File: src/common/lcd_config.svh
`ifndef LCD_CONFIG_SVH
`define LCD_CONFIG_SVH

// 480x272 panel, 9 MHz pixel clock
// one line is 4 sync + 39 back porch + 480 active + 9 front porch pixel counts
`define LCD_H_TOTAL        532
`define LCD_H_PULSE        4
`define LCD_H_ACTIVE_START 43
`define LCD_H_ACTIVE       480

// one frame is 4 sync + 8 back porch + 272 active + 9 front porch lines
`define LCD_V_TOTAL        293
`define LCD_V_PULSE        4
`define LCD_V_ACTIVE_START 12
`define LCD_V_ACTIVE       272

// the image window sits inside the active area
`define WIN_X              160
`define WIN_Y              18
`define WIN_SIZE           256

// 64x64 words, each word covers a 4x4 block of the window
`define VRAM_ADDR_BITS     12

// samples waiting for the next blanking period
`define LOAD_QUEUE_DEPTH   16

`endif

File: src/common/lcd_pkg.sv
package lcd_pkg;

	// panel position and the sync and enable levels that go with it
	typedef struct packed {
		logic [15:0] h_count; // pixel count within the line
		logic [15:0] v_count; // line count within the frame
		logic        hsync;   // active low
		logic        vsync;   // active low
		logic        den;     // high inside the active area
	} lcd_timing_t;

	// one video memory word, 3 bits per colour
	typedef struct packed {
		logic [2:0] red;
		logic [2:0] green;
		logic [2:0] blue;
	} pixel9_t;

	// panel colour as the RGB565 bus expects it, blue in the top bits
	typedef struct packed {
		logic [4:0] blue;
		logic [5:0] green;
		logic [4:0] red;
	} rgb565_t;

	// top bits are replicated so that full scale stays full scale
	function automatic rgb565_t expand_pixel(input pixel9_t pix);
		rgb565_t c;
		c.red   = {pix.red, pix.red[2:1]};
		c.green = {pix.green, pix.green};
		c.blue  = {pix.blue, pix.blue[2:1]};
		return c;
	endfunction

endpackage

File: src/pixel_render.sv
`timescale 1ns/1ns
`include "lcd_config.svh"

module pixel_render import lcd_pkg::*; (
	input  logic                       pixel_clk,
	input  logic                       rst,
	input  lcd_timing_t                timing,
	output logic [`VRAM_ADDR_BITS-1:0] rd_addr,
	input  pixel9_t                    rd_data,
	output logic                       lcd_hsync,
	output logic                       lcd_vsync,
	output logic                       lcd_den,
	output rgb565_t                    lcd_rgb
);

	logic [15:0] col_off;
	logic [15:0] row_off;
	logic        in_win;

	lcd_timing_t timing_d;
	logic        in_win_d;
	logic [15:0] bg_color;

	always_comb begin
		col_off = timing.h_count - 16'(`WIN_X);
		row_off = timing.v_count - 16'(`WIN_Y);
		in_win  = (timing.h_count >= 16'(`WIN_X)) &&
			(timing.h_count < 16'(`WIN_X + `WIN_SIZE)) &&
			(timing.v_count >= 16'(`WIN_Y)) &&
			(timing.v_count < 16'(`WIN_Y + `WIN_SIZE));
	end

	// each memory word covers a 4x4 block, 64 words per block row
	assign rd_addr = {row_off[7:2], col_off[7:2]};

	// the first stage waits for the memory read to come back
	always_ff @(posedge pixel_clk or negedge rst) begin
		if (!rst) begin
			timing_d.h_count <= 16'd0;
			timing_d.v_count <= 16'd0;
			timing_d.hsync   <= 1'b1;
			timing_d.vsync   <= 1'b1;
			timing_d.den     <= 1'b0;
			in_win_d         <= 1'b0;
		end else begin
			timing_d <= timing;
			in_win_d <= in_win;
		end
	end

	assign bg_color = timing_d.h_count + timing_d.v_count; // diagonal background

	always_ff @(posedge pixel_clk or negedge rst) begin
		if (!rst) begin
			lcd_hsync <= 1'b1;
			lcd_vsync <= 1'b1;
			lcd_den   <= 1'b0;
			lcd_rgb   <= '0;
		end else begin
			lcd_hsync <= timing_d.hsync;
			lcd_vsync <= timing_d.vsync;
			lcd_den   <= timing_d.den;
			if (in_win_d)
				lcd_rgb <= expand_pixel(rd_data);
			else
				lcd_rgb <= rgb565_t'(bg_color);
		end
	end

endmodule

File: config.mk
export PLATFORM = sky130hd
export DESIGN_NAME = pixel_render
export DESIGN_NICKNAME = d
export VERILOG_FILES = /design/src/common/lcd_pkg.sv /design/src/pixel_render.sv
export VERILOG_INCLUDE_DIRS = /design/src /design/src/common
export SDC_FILE = /design/constraint.sdc
export NUM_CORES = 1
export LEC_CHECK = 0
export ABC_AREA = 0
export BUFFER_PORTS_ARGS = -buffer_cell sky130_fd_sc_hd__buf_2
export CORE_ASPECT_RATIO = 0.5
export CORE_UTILIZATION = 35
export CTS_BUF_LIST = sky130_fd_sc_hd__clkbuf_4 sky130_fd_sc_hd__clkbuf_8
export DETAILED_ROUTE_END_ITERATION = 8
export GPL_ROUTABILITY_DRIVEN = 0
export GPL_TIMING_DRIVEN = 0
export PLACE_DENSITY_LB_ADDON = 0.08
export SETUP_SLACK_MARGIN = 0.05
export SLEW_MARGIN = 10
export SYNTH_ARGS = -nofsm -noshare
export SYNTH_HDL_FRONTEND = slang
export SYNTH_SLANG_ARGS = --single-unit
File: constraint.sdc
create_clock -name pixel_clk -period 3.5 [get_ports pixel_clk]
set_input_delay 0.875 -clock pixel_clk [delete_from_list [all_inputs] [get_ports pixel_clk]]
set_output_delay 0.875 -clock pixel_clk [all_outputs]
set_load 0.01 [all_outputs]
==> metrics <==
status=finished, final reports clean; initial DRC count=just over 80; Finish-stage setup viols=0; row count=21; Netlist Area Pre-Place=~2500 um2; Mapped Nets=285; routed len/inst=13.33 um; via/cell ratio=4.824; post-synthesis sequential area ratio=a little under three fifths; area occupied by multi-input gates=1033 um2; Setup crit end kind=output pin; first-pass GRT wire length=8404 um; R2R Setup Slk=1.11 ns; Worst Path Max Fanout=4; crit start category=input port; Leakage=1.486 nW; CP startpoint=timing[4]; WL met2=about 2300 um; die width=between 100 and 150 um; vias in the first global route=roughly 1800; Final nets=~370; DRT Wirelength=approximately 5300 um; WP data required=2.62 ns; chip height=approximately 60 um; proportion of layout cells with a drive suffix above 1=32.13%; CTS tree=done; Met1 Wirelength=2641 um; Clock Sinks=55; H-tree depth=2; Tcrit/Tclk final=79.91%; clock buffer count from CTS=5; post-DP HPWL=4129 um; DR DRC count=0; Netlist cell types=41; syn avg cell area=11.34 um2; Clock Skew=between 0.007 and 0.008 ns; Yosys reg bits=55; largest net degree at the start of global routing=56; Mapped Cells=221; Worst-path clk slew=0.10 ns; initial core utilization=36.83%; Routed Antenna Nets=0; number of vias in the routed layout=1915; minimum clock period=approximately 2.8 ns; Worst Tran Pin Value=0.6857 ns; insertion delay to the later sink of the worst-skew pair=about 0.32 ns; Worst R2R Path Depth=7; Max-cap violations=0; R2R Path Start=timing_d[3]; reg2reg end=lcd_rgb[12]; FMAX=357.5 MHz; gr usage total=15.09%; Resize count post-CTS=0; Ports=77; CTS Root Cell=clkbuf_8; Detailed Routing Iterations Pass 1=4; Antenna Cells=0; Port Buffers=76; YS warnings=0; Final Hold Viols=0; Worst slew margin=about 54%; Core ar.=6805 um2; Setup CP Type=input port to output pin; Hold Buf Count CTS=0; worst vdd ir=0.0001646 V; post-CTS setup buffer count=0; RSZ-0062 raised after global routing=no; Highest Signal Layer=met4; Min-Delay Path Class=flip-flop to flip-flop; met3 WL=roughly 280 um; register area=roughly 1400 um2; area growth from synthesis to layout=24.71%; P per Cell Area=467.2 nW/um2; Die Area=about 7500 um2; crit path to=rd_addr[11]; Slew Limit Fails=0; Fin Setup TNS=0 ns; total congestion overflow=0; fillers=around 670; number of antenna violations at the first check in global routing=0; hold_ws=about 0.36 ns; Clock Path Buffers=2; Worst Path Arrival=between 1.5 and 2 ns
[logic make-up (layout without fill, tap and decap cells)]
family,after synthesis,after routing,synth area share (%)
AND/OR/NAND/NOR,51,51,9.985
flip-flops,55,55,55.12
XOR/XNOR,16,16,5.591
AO/OA/AOI/OAI,60,60,15.98
multiplexers,1,1,0.3994
buffers and inverters,20,104,3.644
adder cells (fa/ha/maj),18,18,9.286
[metrics by stage]
stage	setup slack, ns	utilization, %	std cells	instance area (um2)	power, mW
floorplan	0.9584	-	221	2506	0.8965
global placement	0.6894	44.11	389	3002	1.018
detailed placement	0.6474	44.11	389	3002	1.027
CTS	0.6440	45.89	397	3123	1.483
global route	0.5617	45.93	397	3126	1.545
finish	0.7031	45.93	397	3126	1.460
[final cells by class]
cell class / count / share of cell area, %
sequential: 55 / 44.20
multi-input combinational: 146 / 33.07
timing repair buffer: 76 / 12.25
tap: 92 / 3.683
clock buffer: 6 / 2.642
buffer: 9 / 1.601
inverter: 11 / 1.321
clock inverter: 2 / 1.241
[synth_stat cells]
cell type	count	area, um2
dfrtp_1	51	1276
nand2_1	21	78.83
o21ai_0	20	100.1
ha_1	17	212.7
xor2_1	12	105.1
a21oi_1	11	55.05
inv_1	11	41.29
nor2_1	7	26.28
a211oi_1	6	45.04
nor4_1	6	37.54
nand3_1	5	25.02
dfstp_2	4	105.1
o211ai_1	4	30.03
xnor2_1	4	35.03
buf_2	3	15.01
buf_4	3	22.52
nand4_1	3	18.77
a21o_1	2	15.01
a41oi_1	2	17.52
clkbuf_1	2	7.510
nand2b_1	2	12.51
nor3_1	2	10.01
o221ai_1	2	17.52
o31a_1	2	17.52
o31ai_1	2	15.01
or4_1	2	15.01
a2111oi_0	1	8.760
a22oi_1	1	7.510
a41o_1	1	10.01
a41oi_2	1	16.27
clkbuf_2	1	5.000
fa_1	1	20.02
mux2i_1	1	10.01
nand4_2	1	12.51
nor3b_1	1	7.510
o2111ai_1	1	8.760
o211ai_2	1	12.51
o21a_1	1	7.510
o21bai_1	1	7.510
o41ai_1	1	8.760
or3_1	1	6.260
[where the power goes]
part | internal (mW) | switching [mW]
combinational | 0.127 | 0.173
clock | 0.236 | 0.216
sequential | 0.693 | 0.0147
[worst min path at each step]
stage	from	cells after the start	slack [ns]	end
6_report	timing_d[2]	0	0.36	lcd_hsync
5_1_grt	timing_d[2]	0	0.36	lcd_hsync
4_1_cts	timing_d[2]	0	0.36	lcd_hsync
3_5_place_dp	timing_d[0]	0	0.34	lcd_den
3_3_place_gp	timing_d[0]	0	0.33	lcd_den
2_1_floorplan	timing_d[0]	0	0.33	lcd_den
[state kept, by name, summed over array words and instances (netlist names)]
register and count:
in_win_d 1, timing_d 35, lcd_hsync 1, lcd_rgb 16, lcd_vsync 1, lcd_den 1
[worst max-delay path, cell delays in order]
cell and delay, ns:
buf_2 0.12, inv_1 0.06, ha_1 0.18, nand2b_1 0.08, a211oi_1 0.29, xor2_1 0.17
buf_2 0.14
[placed cells by master (no fill, tap or decap), types with 2 or more instances in the layout]
cell type / instances
xor2_1: 12
o211ai_1: 4
inv_1: 11
a41oi_1: 2
buf_4: 4
o31ai_1: 2
o31a_1: 2
o21ai_0: 20
nand3_1: 5
nand2_1: 21
ha_1: 17
dfrtp_1: 51
nand2b_1: 2
nor2_1: 7
dfstp_2: 4
a21oi_1: 11
o221ai_1: 2
nor3_1: 2
nand4_1: 3
nor4_1: 6
or4_1: 2
a211oi_1: 6
a21o_1: 2
clkbuf_1: 2
buf_2: 78
xnor2_1: 4
clkbuf_8: 6
[metal layers]
metal  global-route usage [%]  up-vias
met1                    19.85      902
li1                         -      964
met4                    5.820        0
met2                    23.62       41
met5                        0        -
met3                    4.927        8
Power figures use the tool's default switching activity.
