$ cat src/common/lcd_config.svh
`ifndef LCD_CONFIG_SVH
`define LCD_CONFIG_SVH

// 480x272 panel, 9 MHz pixel clock
// one line is 4 sync + 39 back porch + 480 active + 9 front porch pixel counts
`define LCD_H_TOTAL        532
`define LCD_H_PULSE        4
`define LCD_H_ACTIVE_START 43
`define LCD_H_ACTIVE       480

// one frame is 4 sync + 8 back porch + 272 active + 9 front porch lines
`define LCD_V_TOTAL        293
`define LCD_V_PULSE        4
`define LCD_V_ACTIVE_START 12
`define LCD_V_ACTIVE       272

// the image window sits inside the active area
`define WIN_X              160
`define WIN_Y              18
`define WIN_SIZE           256

// 64x64 words, each word covers a 4x4 block of the window
`define VRAM_ADDR_BITS     12

// samples waiting for the next blanking period
`define LOAD_QUEUE_DEPTH   16

`endif

$ cat src/common/lcd_pkg.sv
package lcd_pkg;

	// panel position and the sync and enable levels that go with it
	typedef struct packed {
		logic [15:0] h_count; // pixel count within the line
		logic [15:0] v_count; // line count within the frame
		logic        hsync;   // active low
		logic        vsync;   // active low
		logic        den;     // high inside the active area
	} lcd_timing_t;

	// one video memory word, 3 bits per colour
	typedef struct packed {
		logic [2:0] red;
		logic [2:0] green;
		logic [2:0] blue;
	} pixel9_t;

	// panel colour as the RGB565 bus expects it, blue in the top bits
	typedef struct packed {
		logic [4:0] blue;
		logic [5:0] green;
		logic [4:0] red;
	} rgb565_t;

	// top bits are replicated so that full scale stays full scale
	function automatic rgb565_t expand_pixel(input pixel9_t pix);
		rgb565_t c;
		c.red   = {pix.red, pix.red[2:1]};
		c.green = {pix.green, pix.green};
		c.blue  = {pix.blue, pix.blue[2:1]};
		return c;
	endfunction

endpackage

$ cat src/lcd_timing.sv
`timescale 1ns/1ns
`include "lcd_config.svh"

module lcd_timing import lcd_pkg::*; (
	input  logic        pixel_clk,
	input  logic        rst,
	output lcd_timing_t timing
);

	logic [15:0] h_next;
	logic [15:0] v_next;
	logic        h_wrap;
	logic        hsync_next;
	logic        vsync_next;
	logic        den_next;

	always_comb begin
		h_wrap = (timing.h_count == 16'(`LCD_H_TOTAL - 1));
		h_next = h_wrap ? 16'd0 : timing.h_count + 16'd1;

		if (!h_wrap)
			v_next = timing.v_count;
		else if (timing.v_count == 16'(`LCD_V_TOTAL - 1))
			v_next = 16'd0;
		else
			v_next = timing.v_count + 16'd1;
	end

	// sync and enable are decoded from the next position so they line up
	// with the counters once registered
	always_comb begin
		hsync_next = (h_next >= 16'(`LCD_H_PULSE));
		vsync_next = (v_next >= 16'(`LCD_V_PULSE));
		den_next   = (h_next >= 16'(`LCD_H_ACTIVE_START)) &&
			(h_next < 16'(`LCD_H_ACTIVE_START + `LCD_H_ACTIVE)) &&
			(v_next >= 16'(`LCD_V_ACTIVE_START)) &&
			(v_next < 16'(`LCD_V_ACTIVE_START + `LCD_V_ACTIVE));
	end

	always_ff @(posedge pixel_clk or negedge rst) begin
		if (!rst) begin
			// position (0,0) lies inside both sync pulses
			timing.h_count <= 16'd0;
			timing.v_count <= 16'd0;
			timing.hsync   <= 1'b0;
			timing.vsync   <= 1'b0;
			timing.den     <= 1'b0;
		end else begin
			timing.h_count <= h_next;
			timing.v_count <= v_next;
			timing.hsync   <= hsync_next;
			timing.vsync   <= vsync_next;
			timing.den     <= den_next;
		end
	end

endmodule

$ cat config.mk
export PLATFORM = sky130hd
export DESIGN_NAME = lcd_timing
export DESIGN_NICKNAME = d
export VERILOG_FILES = /design/src/common/lcd_pkg.sv /design/src/lcd_timing.sv
export VERILOG_INCLUDE_DIRS = /design/src /design/src/common
export SDC_FILE = /design/constraint.sdc
export NUM_CORES = 1
export LEC_CHECK = 0
export ABC_AREA = 1
export BUFFER_PORTS_ARGS = -buffer_cell sky130_fd_sc_hd__buf_4
export CAP_MARGIN = 20
export CORE_UTILIZATION = 30
export DETAILED_ROUTE_END_ITERATION = 6
export GPL_ROUTABILITY_DRIVEN = 0
export SKIP_CTS_REPAIR_TIMING = 1
export SYNTH_ARGS = -nofsm -noshare
export SYNTH_HDL_FRONTEND = slang
export SYNTH_SLANG_ARGS = --single-unit
export TNS_END_PERCENT = 1
$ cat constraint.sdc
create_clock -name pixel_clk -period 2.75 [get_ports pixel_clk]
set_input_delay 0.1375 -clock pixel_clk [delete_from_list [all_inputs] [get_ports pixel_clk]]
set_output_delay 0.1375 -clock pixel_clk [all_outputs]
set_load 0.05 [all_outputs]
==> out/metrics.cfg, run 1 <==
[status]
outcome = completed

[detailed_routing]
routed_wl_mm = 6.68
drt_iter0_markers = 143
via_count = 2528
drt_pass1_iterations = 4
viasPerCell = 4.66
wl_per_cell_um = 12.3
ant_nets = 0
drc = 0

[logic_synthesis]
syn_inst = 397
synthTopCellsByCount = nand2_1 (127), nor2_1 (65), inv_1 (59)
syn_avg_cell_area_um2 = 6.45
synth_top_family_by_area = simple AND/OR/NAND/NOR gates
synth_warnings = 0
synth_most_common_cell = nand2_1
ys_ff_latch = 35
syn_nets = 403
syn_area_um2 = 2560
synthAdderAreaFrac = 0.0196
synth_xor_xnor_area_share = 0.0137
synth-compound-area-share = 0.0293
synthSimpleGateAreaFrac = 0.484
yosysTopAreaCell = dfrtp_1
synth.area.mux_share = 0
synthFlopType = dfrtp_1
yosysSeqAreaShare = 0.342
synth_edf_count = 0
yosysTopAreaCellShare = 0.342
synth.distinct_cells = 28
synthTopCellsByArea = dfrtp_1 (34%), nand2_1 (19%), nor2_1 (9.5%), inv_1 (8.7%), nand3_1 (8.0%)
async_flop_share = 1.00

[global_routing]
grt_first_pass_wirelength_mm = 11.3
grt_start_max_net_pins = 36
grt-ovfl-total = 0
antenna_found_initial = 0
gr-usage-all-layers = 0.163
grt_pass1_vias = 2355

[place]
hpwl_mm = 5.08
dp_cells = 534
place_area_um2 = 2920
port-buffer-count = 36
pre_cts_ws_ns = 0.634

[sta]
worst_pin_slew_ns = 0.483
setup_viol = 0
finalSetupTns_ns = 0
relSlewSlack = 0.678
slew_viol_final = 0
rsz0062_at_grt = false
final_hold_viol_count = 0
period_needed_ns = 2.13
setup_slack_ns = 0.625
min_period_over_period = 0.773
clock_skew_ns = 0.0114
max_freq_mhz = 471

[final_layout]
top_regs = timing x35
fin_nets = 443
max_flop_register = timing
nFillCells = 890
fin_cells = 542
diodes = 0
multiInputGateArea_um2 = 1400
design_area_um2 = 3010
register_area_um2 = 876
fin_util = 0.367
largest_reg_flops = 35
synthToLayoutAreaGrowth_pct = 17.8
drive_above_1_share = 0.169

[worst_setup_path]
crit_path_end_kind = register
crit_buf_inv = 0
cp-start-kind = register
cp_slowest_cell = dfrtp_1
crit_type = register to register
r2r-start = timing[19]$_DFF_PN0_
critPathLaunch = timing[19]$_DFF_PN0_
worstPathArrival_ns = 2.32
slowest_delay_ns = 0.41
crit_fanout = 5
crit_required_ns = 2.94
path_cells = ha_1, nand2_1, nor2_1, nand2_1, nor2_2, nand3_1, nand2_1, nand2_1, nor3_1, nand2_1, nand2_1, nor2_2
cp_common_cell = nand2_1
path_delay_family = simple AND/OR/NAND/NOR gates

[floorplan]
initial_core_util = 0.311
die_y_um = 94.4
ios = 37
coreArea_um2 = 8220
dieArea_um2 = 8900
die_w_um = 94.4
rows = 33

[clock_tree]
cts.path.max_buffers = 2
root_buffer = clkbuf_8
cts_max_level = 2
cts_sinks = 35
clk_pin_slew_ns = 0.08
cts-buffers-inserted = 5
insertion_delay_ns = 0.29
cts_tree = done

[pwr]
leakage_nw = 1.63
irDropWorstVdd_mv = 0.144
pwr-share-seq = 0.562
switching_share = 0.220
clkPwrFrac = 0.424
switchingPower_w = 0.000202
p_int_w = 0.000713
powerDensity_nw_per_um2 = 303
comb_power_share = 0.014

[worst_hold_path]
hp-class = primary input to asynchronous set/reset pin

[job]
maxCapViolations = 0

[worst register-to-register path, stage by stage, from the launching register on]
cell and delay (ns):
dfrtp_1 0.41, ha_1 0.23, nand2_1 0.13, nor2_1 0.12, nand2_1 0.13, nor2_2 0.14, nand3_1 0.08, nand2_1 0.09
nand2_1 0.08, nor3_1 0.35, nand2_1 0.13, nand2_1 0.10, nor2_2 0.03
[cell families (layout without fill, tap and decap cells)]
kind of cell / count (synthesis) / in the layout
AOI/OAI and AO/OA: 13 / 13
xor gates and xnor gates: 4 / 4
adders and majority gates: 4 / 4
buffers and inverters: 68 / 108
DFF: 35 / 35
and+or+nand+nor: 273 / 273
[cell type report]
type                    instances  share of cell area
repair buffers                 37              0.0930
flip-flops and latches         35               0.291
well taps                     105              0.0436
multi-input cells             294               0.464
clock buffers                   6              0.0274
inverters                      64              0.0797
clock inverters                 1             0.00166
[layout by cell type (no fill, tap or decap), types with 2 or more instances in the layout]
cell	count
nor3_1	5
nand3_1	41
dfrtp_1	35
nand3_4	2
ha_1	4
clkbuf_8	6
o21ai_0	8
nor2_1	65
nor2_4	2
nand2_4	3
nor2_2	8
xor2_1	4
buf_4	36
nand2_2	7
inv_2	5
nand2_1	127
nand4_1	10
inv_1	59
[routing by layer]
layer	GRT usage	share of wire	wire length [um]	up-vias
met1	0.224	0.48	3230	1164
met3	0.0282	0.034	230	8
met5	0	0	0	-
li1	-	-	-	1301
met4	0.0474	0.015	97	0
met2	0.262	0.47	3120	55
[path summary, 6_finish.rpt]
path,end,slack (ns),depth (start not counted)
worst max-delay path,timing[0]$_DFF_PN0_,0.62,12
max in group asynchronous,timing[4]$_DFF_PN0_,2.06,2
min in group pixel_clk,timing[19]$_DFF_PN0_,0.52,1
worst max register to register,timing[0]$_DFF_PN0_,0.62,12
worst min register to register,timing[19]$_DFF_PN0_,0.52,1
worst min-delay path,timing[26]$_DFF_PN0_,0.35,2
[power by group through the flow]
stage / Combinational, W / Sequential, W / Clock (W)
finish: 0.0000126 / 0.000514 / 0.000388
global route: 0.0000151 / 0.000514 / 0.000424
CTS: 0.0000124 / 0.000514 / 0.000403
detailed placement: 0.0000125 / 0.000524 / 0
global placement: 0.0000123 / 0.000524 / 0
floorplan: 0.000000000943 / 0.000525 / 0
[metrics by stage]
stage	hold slack (ns)	power, W
2_1_floorplan	-0.158	0.000525
3_3_place_gp	0.133	0.000537
3_5_place_dp	0.136	0.000537
4_1_cts	-0.186	0.000929
5_1_grt	0.406	0.000953
6_report	0.350	0.000915
Note: power is estimated with default switching activity, not from simulation.
==> run 2, diff against run 1 <==
--- a/config.mk
+++ b/config.mk
@@ -6,7 +6,7 @@
 export SDC_FILE = /design/constraint.sdc
 export NUM_CORES = 1
 export LEC_CHECK = 0
-export ABC_AREA = 1
+export ABC_AREA = 0
 export BUFFER_PORTS_ARGS = -buffer_cell sky130_fd_sc_hd__buf_4
 export CAP_MARGIN = 20
 export CORE_UTILIZATION = 30
==> constraint.sdc (replaced) <==
create_clock -name pixel_clk -period 2.2 [get_ports pixel_clk]
set_input_delay 0.11 -clock pixel_clk [delete_from_list [all_inputs] [get_ports pixel_clk]]
set_output_delay 0.11 -clock pixel_clk [all_outputs]
set_load 0.05 [all_outputs]
==> out/metrics.cfg, run 2 <==
[worst_setup_path]
r2r-end = timing[2]$_DFF_PN0_
crit_type = register to register
regToRegSetupSlack_ns = -0.14  ; -0.77 ns
critPathLaunch = timing[25]$_DFF_PN0_
cp_common_cell = and4_4
cp_slowest_cell = or4b_1
crit_fanout = 8  ; +3
path_cells = buf_6, and4_4, and4_4, and3_4, nand4_1, a221o_1, or4b_1
reg2regPathDepth = 7  ; -5
r2r-start = timing[25]$_DFF_PN0_
worstPathArrival_ns = 2.49  ; +0.17 ns
crit_path_end = timing[2]$_DFF_PN0_
cp-start-kind = register
crit_path_end_kind = register
slowest_delay_ns = 0.53  ; +0.12 ns
crit_required_ns = 2.35  ; -0.59 ns

[final_layout]
largest_reg_flops = 35  ; unchanged
max_flop_register = timing
nFillCells = 663  ; -26%
final_common_cell = buf_4
fin_nets = 337  ; -24%
mostFrequentLayoutCells = buf_4 (108), dfrtp_2 (20), nand3_1 (17)
synthToLayoutAreaGrowth_pct = 57.0
drive_above_1_share = 0.515  ; +0.346
top_regs = timing x35
diodes = 0  ; unchanged
fin_cells = 428  ; -21%

[logic_synthesis]
syn_nets = 226  ; -44%
syn_inst = 220  ; -45%
yosysTopAreaCell = dfrtp_1
synthTopCellsByArea = dfrtp_1 (41%), xnor2_1 (5.8%), xor2_1 (4.9%), nand3_1 (4.5%), nor2_1 (3.2%)
synth.distinct_cells = 52  ; +86%
syn_avg_cell_area_um2 = 9.65  ; +50%
synth_most_common_cell = dfrtp_1
yosysSeqAreaShare = 0.412  ; +0.0702
synth_warnings = 0  ; unchanged
synthTopCellsByCount = dfrtp_1 (35), nand3_1 (19), nor2_1 (18)
async_flop_share = 1.00  ; unchanged
yosysTopAreaCellShare = 0.412  ; +0.0702
synth_edf_count = 0  ; unchanged
ys_ff_latch = 35  ; unchanged
syn_area_um2 = 2120  ; -17%
synthFlopType = dfrtp_1

[sta]
min_period_over_period = 1.06  ; +0.291
worst_pin_slew_ns = 0.466  ; -0.0167 ns
clock_skew_ns = 0.00675  ; -0.00468 ns
period_needed_ns = 2.34  ; +0.215 ns
max_freq_mhz = 427  ; -9.2%
setup_viol = 3  ; +3
setup_slack_ns = -0.141  ; -0.765 ns
rsz0062_at_grt = true
final_hold_viol_count = 0  ; unchanged
slew_viol_final = 0  ; unchanged
relSlewSlack = 0.689  ; +0.0111

[clock_tree]
cts_tree = done
cts-buffers-inserted = 5  ; unchanged
root_buffer = clkbuf_8
clk_pin_slew_ns = 0.07  ; about the same
cts_sinks = 35  ; unchanged
insertion_delay_ns = 0.28  ; about the same
cts_max_level = 2  ; unchanged
cts.path.max_buffers = 2  ; unchanged

[floorplan]
initial_core_util = 0.311  ; -0.000600
ios = 37  ; unchanged
rows = 30  ; -9.1%
die_w_um = 86.1  ; -8.7%
dieArea_um2 = 7420  ; -17%
die_y_um = 86.1  ; -8.7%
coreArea_um2 = 6830  ; -17%

[detailed_routing]
drc = 0  ; unchanged
ant_nets = 0  ; unchanged
routed_wl_mm = 6.01  ; -9.9%
wl_per_cell_um = 14.0  ; +14%
drt_pass1_iterations = 4  ; unchanged
drt_iter0_markers = 91  ; -36%
viasPerCell = 4.82  ; +3.2%
via_count = 2061  ; -18%

[pwr]
finalPower_w = 0.00117  ; +28%
irDropWorstVdd_mv = 0.168  ; +16%
powerDensity_nw_per_um2 = 350  ; +15%
leakage_nw = 1.58  ; -3.4%

[global_routing]
grt_pass1_vias = 2002  ; -15%
grt_first_pass_wirelength_mm = 9.90  ; -12%
antenna_found_initial = 0  ; unchanged
grt_start_max_net_pins = 36  ; unchanged
grt-ovfl-total = 0  ; unchanged
gr-usage-all-layers = 0.173  ; +0.00918

[status]
outcome = complete, but fails checks
violations = setup timing

[place]
dp_cells = 416  ; -22%
hpwl_mm = 4.70  ; -7.5%
port-buffer-count = 36  ; unchanged

[job]
maxCapViolations = 0  ; unchanged

[worst_hold_path]
hp-class = primary input to asynchronous set/reset pin

==> run 2: where the power goes <==
group	leakage, nW	total (W)	switching [W]	internal [W]
Clock	0.0515	0.000510	0.000224	0.000286
Sequential	0.440	0.000643	0	0.000643
Combinational	1.09	0.0000152	0.0000128	0.00000235
==> run 2: cells by family (layout without fill, tap and decap cells) <==
group / after synthesis / in the layout / share of synthesized area
multiplexers: 3 / 3 / 0.0141
flip-flops: 35 / 35 / 0.412
adder cells (fa/ha/maj): 4 / 4 / 0.0236
XOR/XNOR: 26 / 26 / 0.107
AO/OA/AOI/OAI: 22 / 22 / 0.0695
AND/OR/NAND/NOR: 114 / 114 / 0.341
buffers and inverters: 16 / 128 / 0.0324
==> run 2: cell type report <==
cell class / instances / area [um2] / area share
clock buffer: 8 / 100 / 0.0300
sequential: 35 / 901 / 0.270
timing repair buffer: 112 / 863 / 0.259
multi-input combinational: 169 / 1320 / 0.396
inverter: 8 / 30.0 / 0.00901
tap: 96 / 120 / 0.0360
==> run 2: worst min path at each step <==
stage | startpoint | endpoint | slack, ns | cells past startpoint
floorplan | rst | timing[0]$_DFF_PN0_ | -0.19 | 0
global placement | rst | timing[1]$_DFF_PN0_ | 0.1 | 1
detailed placement | rst | timing[1]$_DFF_PN0_ | 0.10 | 1
CTS | rst | timing[7]$_DFF_PN0_ | -0.21 | 1
global route | rst | timing[1]$_DFF_PN0_ | 0.36 | 2
finish | rst | timing[7]$_DFF_PN0_ | 0.32 | 2
==> run 2: worst max-delay path: cells and delay by family, from the launching register on <==
family / cells / cell delay, ns
flip-flops: 1 / 0.40
AO/OA/AOI/OAI: 1 / 0.40
AND/OR/NAND/NOR: 5 / 1.27
buffers and inverters: 1 / 0.13
==> run 2: stage by stage <==
| stage | setup slack (ns) | hold slack [ns] | util | area, um2 | setup TNS [ns] |
|---|---|---|---|---|---|
| 2_1_floorplan | -0.193 | -0.186 | - | 2230 | -0.516 |
| 3_3_place_gp | -0.234 | 0.0995 | 0.454 | 3100 | -0.430 |
| 3_5_place_dp | -0.172 | 0.104 | 0.454 | 3100 | -0.396 |
| 4_1_cts | -0.197 | -0.208 | 0.469 | 3200 | -0.442 |
| 5_1_grt | -0.201 | 0.364 | 0.488 | 3330 | -0.573 |
| 6_report | -0.141 | 0.323 | 0.488 | 3330 | -0.286 |
==> run 2: per-layer routing <==
metal,track usage,part of all wire,wire (um)
met3,0.0260,0.029,174
met2,0.278,0.49,2950
met1,0.240,0.47,2830
met5,0,0,0
met4,0.0485,0.0085,51
