`src/common/lcd_config.svh`:
```
`ifndef LCD_CONFIG_SVH
`define LCD_CONFIG_SVH

// 480x272 panel, 9 MHz pixel clock
// one line is 4 sync + 39 back porch + 480 active + 9 front porch pixel counts
`define LCD_H_TOTAL        532
`define LCD_H_PULSE        4
`define LCD_H_ACTIVE_START 43
`define LCD_H_ACTIVE       480

// one frame is 4 sync + 8 back porch + 272 active + 9 front porch lines
`define LCD_V_TOTAL        293
`define LCD_V_PULSE        4
`define LCD_V_ACTIVE_START 12
`define LCD_V_ACTIVE       272

// the image window sits inside the active area
`define WIN_X              160
`define WIN_Y              18
`define WIN_SIZE           256

// 64x64 words, each word covers a 4x4 block of the window
`define VRAM_ADDR_BITS     12

// samples waiting for the next blanking period
`define LOAD_QUEUE_DEPTH   16

`endif

```
`src/common/lcd_pkg.sv`:
```
package lcd_pkg;

	// panel position and the sync and enable levels that go with it
	typedef struct packed {
		logic [15:0] h_count; // pixel count within the line
		logic [15:0] v_count; // line count within the frame
		logic        hsync;   // active low
		logic        vsync;   // active low
		logic        den;     // high inside the active area
	} lcd_timing_t;

	// one video memory word, 3 bits per colour
	typedef struct packed {
		logic [2:0] red;
		logic [2:0] green;
		logic [2:0] blue;
	} pixel9_t;

	// panel colour as the RGB565 bus expects it, blue in the top bits
	typedef struct packed {
		logic [4:0] blue;
		logic [5:0] green;
		logic [4:0] red;
	} rgb565_t;

	// top bits are replicated so that full scale stays full scale
	function automatic rgb565_t expand_pixel(input pixel9_t pix);
		rgb565_t c;
		c.red   = {pix.red, pix.red[2:1]};
		c.green = {pix.green, pix.green};
		c.blue  = {pix.blue, pix.blue[2:1]};
		return c;
	endfunction

endpackage

```
`src/video_mem/vram_loader.sv`:
```
`timescale 1ns/1ns
`include "lcd_config.svh"

module vram_loader import lcd_pkg::*; (
	input  logic                       pixel_clk,
	input  logic                       rst,
	input  lcd_timing_t                timing,
	input  logic                       img_strobe,
	input  pixel9_t                    img_data,
	output logic                       wr_en,
	output logic [`VRAM_ADDR_BITS-1:0] wr_addr,
	output pixel9_t                    wr_data,
	output logic                       load_overflow
);

	localparam int PTR_BITS = $clog2(`LOAD_QUEUE_DEPTH);
	localparam int CNT_BITS = PTR_BITS + 1;

	pixel9_t queue [`LOAD_QUEUE_DEPTH];

	logic [PTR_BITS-1:0] wr_ptr;
	logic [PTR_BITS-1:0] rd_ptr;
	logic [CNT_BITS-1:0] fill;
	logic                full;
	logic                push;
	logic                pop;

	always_comb begin
		full = (fill == CNT_BITS'(`LOAD_QUEUE_DEPTH));
		push = img_strobe && !full; // a sample that finds the queue full is lost
		pop  = !timing.den && (fill != '0);
	end

	always_ff @(posedge pixel_clk) begin
		if (push)
			queue[wr_ptr] <= img_data;
		if (pop)
			wr_data <= queue[rd_ptr];
	end

	always_ff @(posedge pixel_clk or negedge rst) begin
		if (!rst) begin
			wr_ptr        <= '0;
			rd_ptr        <= '0;
			fill          <= '0;
			wr_en         <= 1'b0;
			wr_addr       <= '0;
			load_overflow <= 1'b0;
		end else begin
			if (push)
				wr_ptr <= wr_ptr + PTR_BITS'(1);
			if (pop)
				rd_ptr <= rd_ptr + PTR_BITS'(1);

			case ({push, pop})
				2'b10:   fill <= fill + CNT_BITS'(1);
				2'b01:   fill <= fill - CNT_BITS'(1);
				default: fill <= fill;
			endcase

			wr_en <= pop;
			// the address moves on once the current word has been written
			if (wr_en)
				wr_addr <= wr_addr + `VRAM_ADDR_BITS'(1);

			if (img_strobe && full)
				load_overflow <= 1'b1; // held until the next reset
		end
	end

endmodule

```
`config.mk`:
```
export PLATFORM = sky130hd
export DESIGN_NAME = vram_loader
export DESIGN_NICKNAME = d
export VERILOG_FILES = /design/src/common/lcd_pkg.sv /design/src/video_mem/vram_loader.sv
export VERILOG_INCLUDE_DIRS = /design/src /design/src/common
export SDC_FILE = /design/constraint.sdc
export NUM_CORES = 1
export LEC_CHECK = 0
export ABC_AREA = 1
export BUFFER_PORTS_ARGS = -buffer_cell sky130_fd_sc_hd__buf_2
export CAP_MARGIN = 30
export CORE_UTILIZATION = 45
export DETAILED_ROUTE_END_ITERATION = 10
export PLACE_DENSITY_LB_ADDON = 0.25
export SLEW_MARGIN = 10
export SYNTH_ARGS = -nofsm -noshare
export SYNTH_HDL_FRONTEND = slang
export SYNTH_SLANG_ARGS = --single-unit
```
`constraint.sdc`:
```
create_clock -name pixel_clk -period 2.3 [get_ports pixel_clk]
set_input_delay 0.23 -clock pixel_clk [delete_from_list [all_inputs] [get_ports pixel_clk]]
set_output_delay 0.23 -clock pixel_clk [all_outputs]
set_load 0.02 [all_outputs]
```
==> reports/qor.yml, run 1 <==
worst_setup_path:
  arrival_ns: 2.37
  crit_fanout: 6
  path_class: "register to register"
  cp-start-kind: "register"
  end_kind: "register"
  required_ns: 2.62
final_layout:
  antenna_cells: 0
  fin_nets: 876
  drive_above_1_share_pct: 11.2
  finalInstanceArea_mm2: 0.00883
  final_cells: 1051
  synthToLayoutAreaGrowth_pct: 13.5
clock_network:
  clock_path_buffers: 2
  cts_made_buffers: 17
  clkLatencyLatePin_ns: 0.43
  cts_tree: "yes"
  clk_pin_slew_ns: 0.06
  cts_num_sinks: 180
  cts_root_buf: "clkbuf_16"
  cts.htree.levels: 4
timing:
  worst_pin_slew_ns: 0.643
  fmax_ghz: 0.489
  fin_skew_ns: 0.00775
  worst_slack_ns: 0.255
  tns_ns: 0
  period_needed_ns: 2.05
  period_share_pct: 88.9
  setup_violations: 0
  relSlewSlack_pct: 57.1
  hold_viol: 0
  slew_viol_final: 0
  rsz0062_at_grt: "false"
yosys:
  synth_area_leader_cell: "edfxtp_1"
  yosysSeqAreaShare_pct: 67.7
  syn_inst: 760
  ys_ff_latch: 180
  syn_nets: 818
  ys_warn_count: 0
  syn_area_mm2: 0.00778
  netlist_top_cells_area: "edfxtp_1 59%, nand2_1 14%, dfrtp_1 8.7%, nand3_1 4.1%, inv_1 3.9%"
  synth_area_per_cell_um2: 10.2
  ys_types: 24
  yosys.area.top_type_share_pct: 59.0
hold_path:
  hp-class: "primary input to register"
place:
  numPortBuffers: 35
  dpl_cell_area_mm2: 0.00831
  gp_congestion: 0.805
  dpl.hpwl_mm: 10.7
  place_ws_ns: 0.211
  place_inst: 1018
global_route:
  antenna_found_initial: 0
  grt_max_degree: 56
  grt-ovfl-total: 0
  grt_pass1_vias: 4911
  grt_use_total_pct: 19.8
  grt_pass1_wl_mm: 26.2
power:
  power_leakage_nw: 3.81
  powerDensity_mw_per_mm2: 1180
  peakVddDrop_uv: 630
  total_power_mw: 10.4
route:
  dr.pass1.iters: 5
  drtAntennaViolNets: 0
  wire_per_inst_um: 15.5
  routed_wirelength_mm: 16.3
  drc: 0
  routed-via-count: 5131
  vias_per_cell: 4.88
  first_iter_violations: 357
status:
  status: "completed"
floorplan:
  num_rows: 47
  die_w_um: 133
  die_h_um: 133
  core_area_mm2: 0.0168
  die-area_mm2: 0.0178
  ios: 70
  start_util_pct: 46.4
flow_run:
  maxCapViolCount: 0
==> worst paths after layout <==
| path | startpoint | endpoint | slack, ns | depth (start not counted) |
|---|---|---|---|---|
| worst max-delay path | fill[0]$_DFFE_PN0P_ | fill[4]$_DFFE_PN0P_ | 0.25 | 12 |
| worst min-delay path | img_strobe | load_overflow$_DFFE_PN0P_ | 0.06 | 3 |
| worst max register to register | fill[0]$_DFFE_PN0P_ | fill[4]$_DFFE_PN0P_ | 0.25 | 12 |
| worst min register to register | load_overflow$_DFFE_PN0P_ | load_overflow$_DFFE_PN0P_ | 0.47 | 1 |
| max in group asynchronous | rst | rd_ptr[0]$_DFFE_PN0P_ | 1.49 | 2 |
| min in group asynchronous | rst | load_overflow$_DFFE_PN0P_ | 0.36 | 2 |
==> state kept, by name, summed over array words and instances, names as in the netlist <==
name           count
fill               5
load_overflow      1
queue            144
rd_ptr             4
wr_addr           12
wr_data            9
wr_en              1
wr_ptr             4
==> synth_stat cells <==
cell,number
xor2_1,9
inv_2,4
inv_1,80
nand2_1,288
ha_1,10
nor2_1,79
buf_4,4
dfrtp_1,27
o21bai_1,1
o21ai_0,5
xnor2_1,3
edfxtp_1,153
clkbuf_1,5
nand4_1,5
clkinv_1,1
buf_1,3
nor3_1,3
nor2_4,1
nand3_1,64
mux2_2,1
nand3b_1,2
fa_1,1
buf_2,9
buf_6,2
==> final cells by class <==
| type | count | area, um^2 |
|---|---|---|
| Timing Repair Buffer | 62 | 393 |
| Multi-Input combinational cell | 472 | 2070 |
| Fill cell | 1463 | 7930 |
| Clock buffer | 20 | 437 |
| Tap cell | 220 | 275 |
| Inverter | 85 | 319 |
| Clock inverter | 12 | 66.3 |
| Sequential cell | 180 | 5270 |
==> kinds of logic after synthesis <==
group | count (synthesis) | synth area share (%)
xor+xnor | 12 | 1.35
fa+ha+maj | 11 | 1.87
mux | 1 | 0.145
buf+inv | 108 | 5.74
simple gates | 442 | 22.8
compound gates | 6 | 0.418
flops | 180 | 67.7
==> report_power, final <==
| group | internal, mW | switching (mW) |
|---|---|---|
| Clock | 1.36 | 1.15 |
| Combinational | 1.10 | 2.35 |
| Sequential | 4.11 | 0.367 |
==> routing by layer <==
metal | up-vias | GRT usage (%) | routed length [um]
met3 | 30 | 3.77 | 743
met1 | 2418 | 27.6 | 7620
met2 | 128 | 30.3 | 7590
met5 | - | 0 | 0
li1 | 2555 | - | -
met4 | 0 | 8.46 | 384
==> critical path, stage by stage, from the launching register on <==
cell and delay [ns]:
dfrtp_1 0.44, nor2_1 0.18, nand4_1 0.10, nand2_1 0.09
inv_1 0.07, ha_2 0.22, fa_1 0.39, nand2_1 0.09
nand3_1 0.09, nand3_1 0.09, nand2_1 0.07, nand2_1 0.06
nand2_1 0.05
==> through the flow <==
step | utilization [%] | hold WS (ns)
after global placement | 49.6 | 0.285
after floorplan | - | -0.0656
after global routing | 52.7 | 0.0668
final | 52.7 | 0.0551
after CTS | 52.7 | 0.0427
after detailed placement | 49.6 | 0.297
==> timing repair <==
item / in CTS / in global routing
hold buffers: 1 / 0
endpoints found under the hold margin: 27 / 0
resized for setup: 0 / 1
endpoints found under the setup margin: 0 / 1
setup buffers: 0 / 0
==> cells in the final DEF, fill, tap and decap left out, drive strengths merged, types with 5 or more instances in the layout <==
| master | Yosys | layout |
|---|---|---|
| nand2 | 288 | 288 |
| edfxtp | 153 | 153 |
| inv | 84 | 84 |
| nor2 | 80 | 80 |
| nand3 | 64 | 64 |
| buf | 18 | 61 |
| dfrtp | 27 | 27 |
| clkbuf | 5 | 20 |
| clkinv | 1 | 11 |
| ha | 10 | 10 |
| xor2 | 9 | 9 |
| nand4 | 5 | 5 |
| o21ai | 5 | 5 |
Note: power is estimated with default switching activity, not from simulation.
==> run 2: changes to the inputs <==
--- a/config.mk
+++ b/config.mk
@@ -12,6 +12,8 @@
 export CORE_UTILIZATION = 45
 export DETAILED_ROUTE_END_ITERATION = 10
 export PLACE_DENSITY_LB_ADDON = 0.25
+export REMOVE_ABC_BUFFERS = 1
+export SETUP_SLACK_MARGIN = 0.3
 export SLEW_MARGIN = 10
 export SYNTH_ARGS = -nofsm -noshare
 export SYNTH_HDL_FRONTEND = slang
==> constraint.sdc (replaced) <==
create_clock -name pixel_clk -period 2.3 [get_ports pixel_clk]
set_input_delay 0.46 -clock pixel_clk [delete_from_list [all_inputs] [get_ports pixel_clk]]
set_output_delay 0.46 -clock pixel_clk [all_outputs]
set_load 0.02 [all_outputs]
==> run 2 against run 1 <==
Against the previous run: sequential cell count unchanged; sequential share of layout area decreased by 0.82 points; fmax increased by 7.0%; setup slack improved by 0.13 ns; cell count unchanged; count of clock-buffer cells in the layout decreased by 2; critical endpoint is now queue[2][2]$_DFFE_PP_.
==> reports/qor.yml, run 2 (synthesized netlist as in run 1, its figures left out) <==
power:
  powerDensity_mw_per_mm2: 1220
  power_leakage_nw: 3.85
  peakVddDrop_uv: 581
  total_power_mw: 10.9
worst_setup_path:
  required_ns: 2.43
  crit_path_max_incr_delay_ns: 0.41
  cpMaxStageDelayCell: "dfrtp_1"
  path_class: "register to register"
  crit_family: "buffers and inverters"
  end_kind: "register"
  arrival_ns: 2.04
  crit_fanout: 9
  path_cells: "inv_1 > nand4_1 > nand2_1 > buf_4 > inv_1 > nand2_1 > nor2_1 > buf_4"
  critPathBufInv: 4
  cp-start-kind: "register"
timing:
  worst_slack_ns: 0.388
  fmax_ghz: 0.523
  rsz0062_at_grt: "true"
  whs_ns: 0.0382
  hold_viol: 0
  period_needed_ns: 1.91
  worst_pin_slew_ns: 0.604
  fin_skew_ns: 0.00653
  slew_viol_final: 0
  relSlewSlack_pct: 59.7
  period_share_pct: 83.1
  setup_violations: 0
hold_path:
  hp-class: "primary input to asynchronous set/reset pin"
global_route:
  grt_max_degree: 37
  grt-ovfl-total: 0
  grt_pass1_wl_mm: 26.9
  grt_pass1_vias: 5012
  antenna_found_initial: 0
  grt_use_total_pct: 20.4
place:
  gp_congestion: 0.782
  numPortBuffers: 35
  dpl.hpwl_mm: 10.5
  place_ws_ns: 0.260
flow_run:
  maxCapViolCount: 0
clock_network:
  cts_tree: "yes"
  clkLatencyLatePin_ns: 0.43
  cts_num_sinks: 180
  clock_path_buffers: 2
  cts_hold_buf: 0
  cts_made_buffers: 17
  cts.htree.levels: 4
  clk_pin_slew_ns: 0.06
  cts_root_buf: "clkbuf_16"
final_layout:
  fin_nets: 877
  final_cell_mix: "288 x nand2_1, 153 x edfxtp_1, 80 x inv_1"
  antenna_cells: 0
  synthToLayoutAreaGrowth_pct: 15.1
  top_regs: "queue x144, wr_addr x12, wr_data x9"
  top_register: "queue"
  fillers: 1447
  mostFrequentLayoutCell: "nand2_1"
  drive_above_1_share_pct: 12.6
  largest_reg_flops: 144
floorplan:
  die-area_mm2: 0.0178
  start_util_pct: 46.4
  die_w_um: 133
  core_area_mm2: 0.0168
  ios: 70
  num_rows: 47
  die_h_um: 133
route:
  dr.pass1.iters: 5
  vias_per_cell: 4.89
  wire_per_inst_um: 16.0
  routed_wirelength_mm: 16.8
  first_iter_violations: 408
  routed-via-count: 5142
  drc: 0
  drtAntennaViolNets: 0
status:
  status: "completed"
-- run 2: cell types whose count changed in the layout (fill, tap and decap cells not counted), sizes merged, moves of 2 or more --
cell,change
clkinv,-5
bufinv,+3
buf,+2
clkbuf,-2
inv,+2
-- run 2: layer usage --
layer  vias to the layer above  GRT usage, %  wire length, um  part of all wire, %
met4                         0          8.40              381                  2.3
met3                        27          3.58              839                  5.0
met2                       123          32.3             8130                   48
met5                         -             0                0                    0
li1                       2566             -                -                    -
met1                      2426          28.1             7480                   44
-- run 2: per-stage QoR --
| step | TNS, ns | util [%] | std cells | cell area, um^2 |
|---|---|---|---|---|
| after floorplan | -8.35 | - | 737 | 7650 |
| after global placement | 0 | 49.6 | 1018 | 8310 |
| after detailed placement | 0 | 49.6 | 1018 | 8310 |
| after CTS | 0 | 53.1 | 1049 | 8900 |
| after global routing | 0 | 53.4 | 1051 | 8960 |
| final | 0 | 53.4 | 1051 | 8960 |
-- run 2: what timing repair did --
item	CTS	global route
setup buffers	0	2
pin swaps	0	0
endpoints found under the setup margin	1	115
resized for setup	1	8
gates cloned	0	0
-- run 2: worst register-to-register path, stage by stage (launching register included) --
cell and delay [ns]:
dfrtp_1 0.41, inv_1 0.09, nand4_1 0.13, nand2_1 0.13, buf_4 0.18, inv_1 0.13
nand2_1 0.18, nor2_1 0.16, buf_4 0.21
-- run 2: worst paths after layout --
kind	from	end	slack, ns	cells past startpoint
max in group asynchronous	rst	rd_ptr[0]$_DFFE_PN0P_	1.83	1
setup reg to reg	fill[1]$_DFFE_PN0P_	queue[2][2]$_DFFE_PP_	0.39	8
min in group pixel_clk	img_strobe	load_overflow$_DFFE_PN0P_	0.29	3
setup / recovery	fill[1]$_DFFE_PN0P_	queue[2][2]$_DFFE_PP_	0.39	8
hold reg to reg	load_overflow$_DFFE_PN0P_	load_overflow$_DFFE_PN0P_	0.47	1
hold / removal	rst	load_overflow$_DFFE_PN0P_	0.04	1
-- run 2: power breakdown --
group | switching [mW] | internal [mW] | total (mW)
logic | 2.43 | 1.15 | 3.58
clock network | 1.19 | 1.70 | 2.89
registers | 0.349 | 4.12 | 4.47
-- run 2: layout make-up --
class | instances | area [um^2] | area share (%)
Clock buffer | 18 | 429 | 4.79
Sequential cell | 180 | 5270 | 58.9
Timing Repair Buffer | 63 | 398 | 4.44
Inverter | 85 | 319 | 3.56
Multi-Input combinational cell | 472 | 2100 | 23.5
Clock inverter | 13 | 159 | 1.77
Tap cell | 220 | 275 | 3.07
==> run 3: changes to the inputs <==
--- a/config.mk
+++ b/config.mk
@@ -6,7 +6,7 @@
 export SDC_FILE = /design/constraint.sdc
 export NUM_CORES = 1
 export LEC_CHECK = 0
-export ABC_AREA = 1
+export ABC_AREA = 0
 export BUFFER_PORTS_ARGS = -buffer_cell sky130_fd_sc_hd__buf_2
 export CAP_MARGIN = 30
 export CORE_UTILIZATION = 45
==> constraint.sdc (replaced) <==
create_clock -name pixel_clk -period 1.6 [get_ports pixel_clk]
set_input_delay 0.32 -clock pixel_clk [delete_from_list [all_inputs] [get_ports pixel_clk]]
set_output_delay 0.32 -clock pixel_clk [all_outputs]
set_load 0.02 [all_outputs]
==> run 3 against run 2 <==
Against the previous run: the flow now finishes with violations (negative setup slack); die area fell by 6.7%; via count fell by 18%; global-route usage is 2.2 points higher; design area up 13%; cell count shrank 25%; clock skew is 0.0032 ns higher; synthesized area is 6.8% lower; setup slack worse by 1.1 ns; fmax fell by 16%; routed wire length grew 4.6%; clock power up 43%; critical endpoint is now fill[3]$_DFFE_PN0P_.
==> reports/qor.yml, run 3 <==
route:
  dr.pass1.iters: 5
  routed-via-count: 4210
  drc: 0
  first_iter_violations: 380
  drtAntennaViolNets: 0
  wire_per_inst_um: 22.4
  routed_wirelength_mm: 17.6
  vias_per_cell: 5.37
final_layout:
  fin_nets: 613
  top_regs: "queue x144, wr_addr x12, wr_data x9"
  fillers: 1044
  mostFrequentLayoutCell: "edfxtp_1"
  synthToLayoutAreaGrowth_pct: 39.8
  drive_above_1_share_pct: 49.8
  final_cell_mix: "153 x edfxtp_1, 57 x buf_4, 54 x buf_6"
  antenna_cells: 0
  top_register: "queue"
  largest_reg_flops: 144
clock_network:
  clkLatencyLatePin_ns: 0.44
  cts_root_buf: "clkbuf_16"
  cts_tree: "yes"
  clock_path_buffers: 2
  clk_pin_slew_ns: 0.06
  cts_num_sinks: 180
  cts.htree.levels: 4
  cts_made_buffers: 17
worst_setup_path:
  critPathCapture: "fill[3]$_DFFE_PN0P_"
  path_class: "register to register"
  crit_path_max_incr_delay_ns: 0.41
  required_ns: 1.92
  path_cells: "nor4_4 > buf_4 > a21boi_4 > inv_2 > ha_4 > buf_4 > ha_1 > a21o_1 > a21oi_2 > xor2_1 > o21ai_1"
  reg2reg_from: "fill[0]$_DFFE_PN0P_"
  path_common_cell: "buf_4"
  cp-start-kind: "register"
  cpMaxStageDelayCell: "dfrtp_1"
  startpoint: "fill[0]$_DFFE_PN0P_"
  arrival_ns: 2.59
  end_kind: "register"
  reg2reg_depth: 11
  crit_fanout: 4
  r2r-end: "fill[3]$_DFFE_PN0P_"
  r2r_setup_slack_ns: -0.67
yosys:
  yosys_most_used_dff: "edfxtp_1"
  syn_area_mm2: 0.00726
  ys_warn_count: 0
  ys_ff_latch: 180
  yosysSeqAreaShare_pct: 72.6
  synth_edf_count: 153
  synth_area_per_cell_um2: 18.3
  netlist_top_cells_area: "edfxtp_1 63%, dfrtp_1 9.3%, mux2i_1 5.1%, mux4_2 4.3%, xnor2_1 2.1%"
  syn_inst: 397
  yosysMostFrequentCell: "edfxtp_1"
  ys_types: 37
  async_flop_share_pct: 15.0
  synth_area_leader_cell: "edfxtp_1"
  yosys.area.top_type_share_pct: 63.3
  synthTopCellsByCount: "153 x edfxtp_1, 37 x mux2i_1, 27 x dfrtp_1"
timing:
  period_share_pct: 142
  slew_viol_final: 0
  relSlewSlack_pct: 54.0
  tns_ns: -80.84
  hold_viol: 0
  worst_slack_ns: -0.666
  period_needed_ns: 2.27
  worst_pin_slew_ns: 0.689
  rsz0062_at_grt: "true"
  whs_ns: 0.164
  fmax_ghz: 0.441
  fin_skew_ns: 0.00970
  setup_violations: 162
floorplan:
  die_w_um: 129
  core_area_mm2: 0.0158
  start_util_pct: 45.8
  die_h_um: 129
  num_rows: 46
  ios: 70
  die-area_mm2: 0.0166
global_route:
  grt_use_total_pct: 22.7
  grt_max_degree: 28
  antenna_found_initial: 0
  grt_pass1_wl_mm: 26.4
  grt_pass1_vias: 4343
  grt-ovfl-total: 0
status:
  violations: "negative setup slack"
  status: "finished with violations"
power:
  power_leakage_nw: 3.79
  powerDensity_mw_per_mm2: 1830
  peakVddDrop_uv: 1010
place:
  dpl.hpwl_mm: 9.19
  gp_congestion: 0.803
  numPortBuffers: 35
hold_path:
  hp-class: "primary input to register"
  hold_start: "img_strobe"
flow_run:
  maxCapViolCount: 0
[run 3: cell types whose count changed after synthesis, moves of 37 or more]
cell,delta
inv_1,-73
nand2_1,-265
mux2i_1,+37
nand3_1,-62
nor2_1,-64
[run 3: logic make-up after synthesis]
kind of cell | synth area share (%)
buffers and inverters | 2.31
flip-flops | 72.6
AND/OR/NAND/NOR | 3.71
AO/OA/AOI/OAI | 5.45
adder cells (fa/ha/maj) | 2.00
multiplexers | 11.4
XOR/XNOR | 2.53
[run 3: metal layers]
layer	part of all wire [%]	track usage, %	vias up
met3	4.2	4.24	27
met1	42	29.8	2184
li1	-	-	1895
met2	52	37.4	104
met5	0	0	-
met4	2.2	9.07	0
[run 3: cell type report]
type	count	area, um^2	area share (%)
Tap cell	216	270	2.66
Inverter	7	26.3	0.259
Sequential cell	180	5280	52.0
Clock buffer	18	429	4.23
Timing Repair Buffer	154	1720	16.9
Multi-Input combinational cell	195	2280	22.4
Clock inverter	14	150	1.48
[run 3: power breakdown]
part	leakage, nW	internal [mW]	switching, mW	total, mW
Clock	0.280	2.32	1.81	4.13
Sequential	1.72	5.96	0.477	6.44
Combinational	1.80	4.14	3.91	8.05
[run 3: timing repair]
item / 4_1_cts / 5_1_grt
buffers inserted: 49 / 9
gates cloned: 11 / 2
pin swaps: 37 / 16
setup endpoints to repair: 194 / 205
resized for setup: 151 / 58
hold buffers: 1 / 0
hold endpoints to repair: 27 / 0
[run 3: how the worst min path moves through the flow]
stage                                end  slack [ns]  cells past startpoint
6_report       load_overflow$_DFFE_PN0P_        0.16                      2
5_1_grt        load_overflow$_DFFE_PN0P_        0.17                      2
4_1_cts        load_overflow$_DFFE_PN0P_        0.14                      2
3_5_place_dp     wr_addr[11]$_DFFE_PN0P_        0.38                      1
3_3_place_gp     wr_addr[10]$_DFFE_PN0P_        0.37                      1
2_1_floorplan        fill[0]$_DFFE_PN0P_        0.02                      0
[run 3: critical path: cells and delay by family, from the launching register on]
family	cells	cell delay, ns
fa+ha+maj	2	0.39
buf+inv	3	0.38
simple gates	1	0.34
flops	1	0.41
compound gates	4	0.47
xor+xnor	1	0.16
[run 3: metrics by stage]
stage | util [%] | area [um^2] | power, mW | instances | setup slack [ns]
2_1_floorplan | - | 7110 | 9.51 | 380 | -1.57
3_3_place_gp | 50.9 | 8060 | 11.7 | 680 | -0.700
3_5_place_dp | 50.9 | 8060 | 11.8 | 680 | -0.787
4_1_cts | 62.2 | 9840 | 17.9 | 773 | -0.612
5_1_grt | 64.1 | 10100 | 19.4 | 784 | -0.757
6_report | 64.1 | 10100 | 18.6 | 784 | -0.666
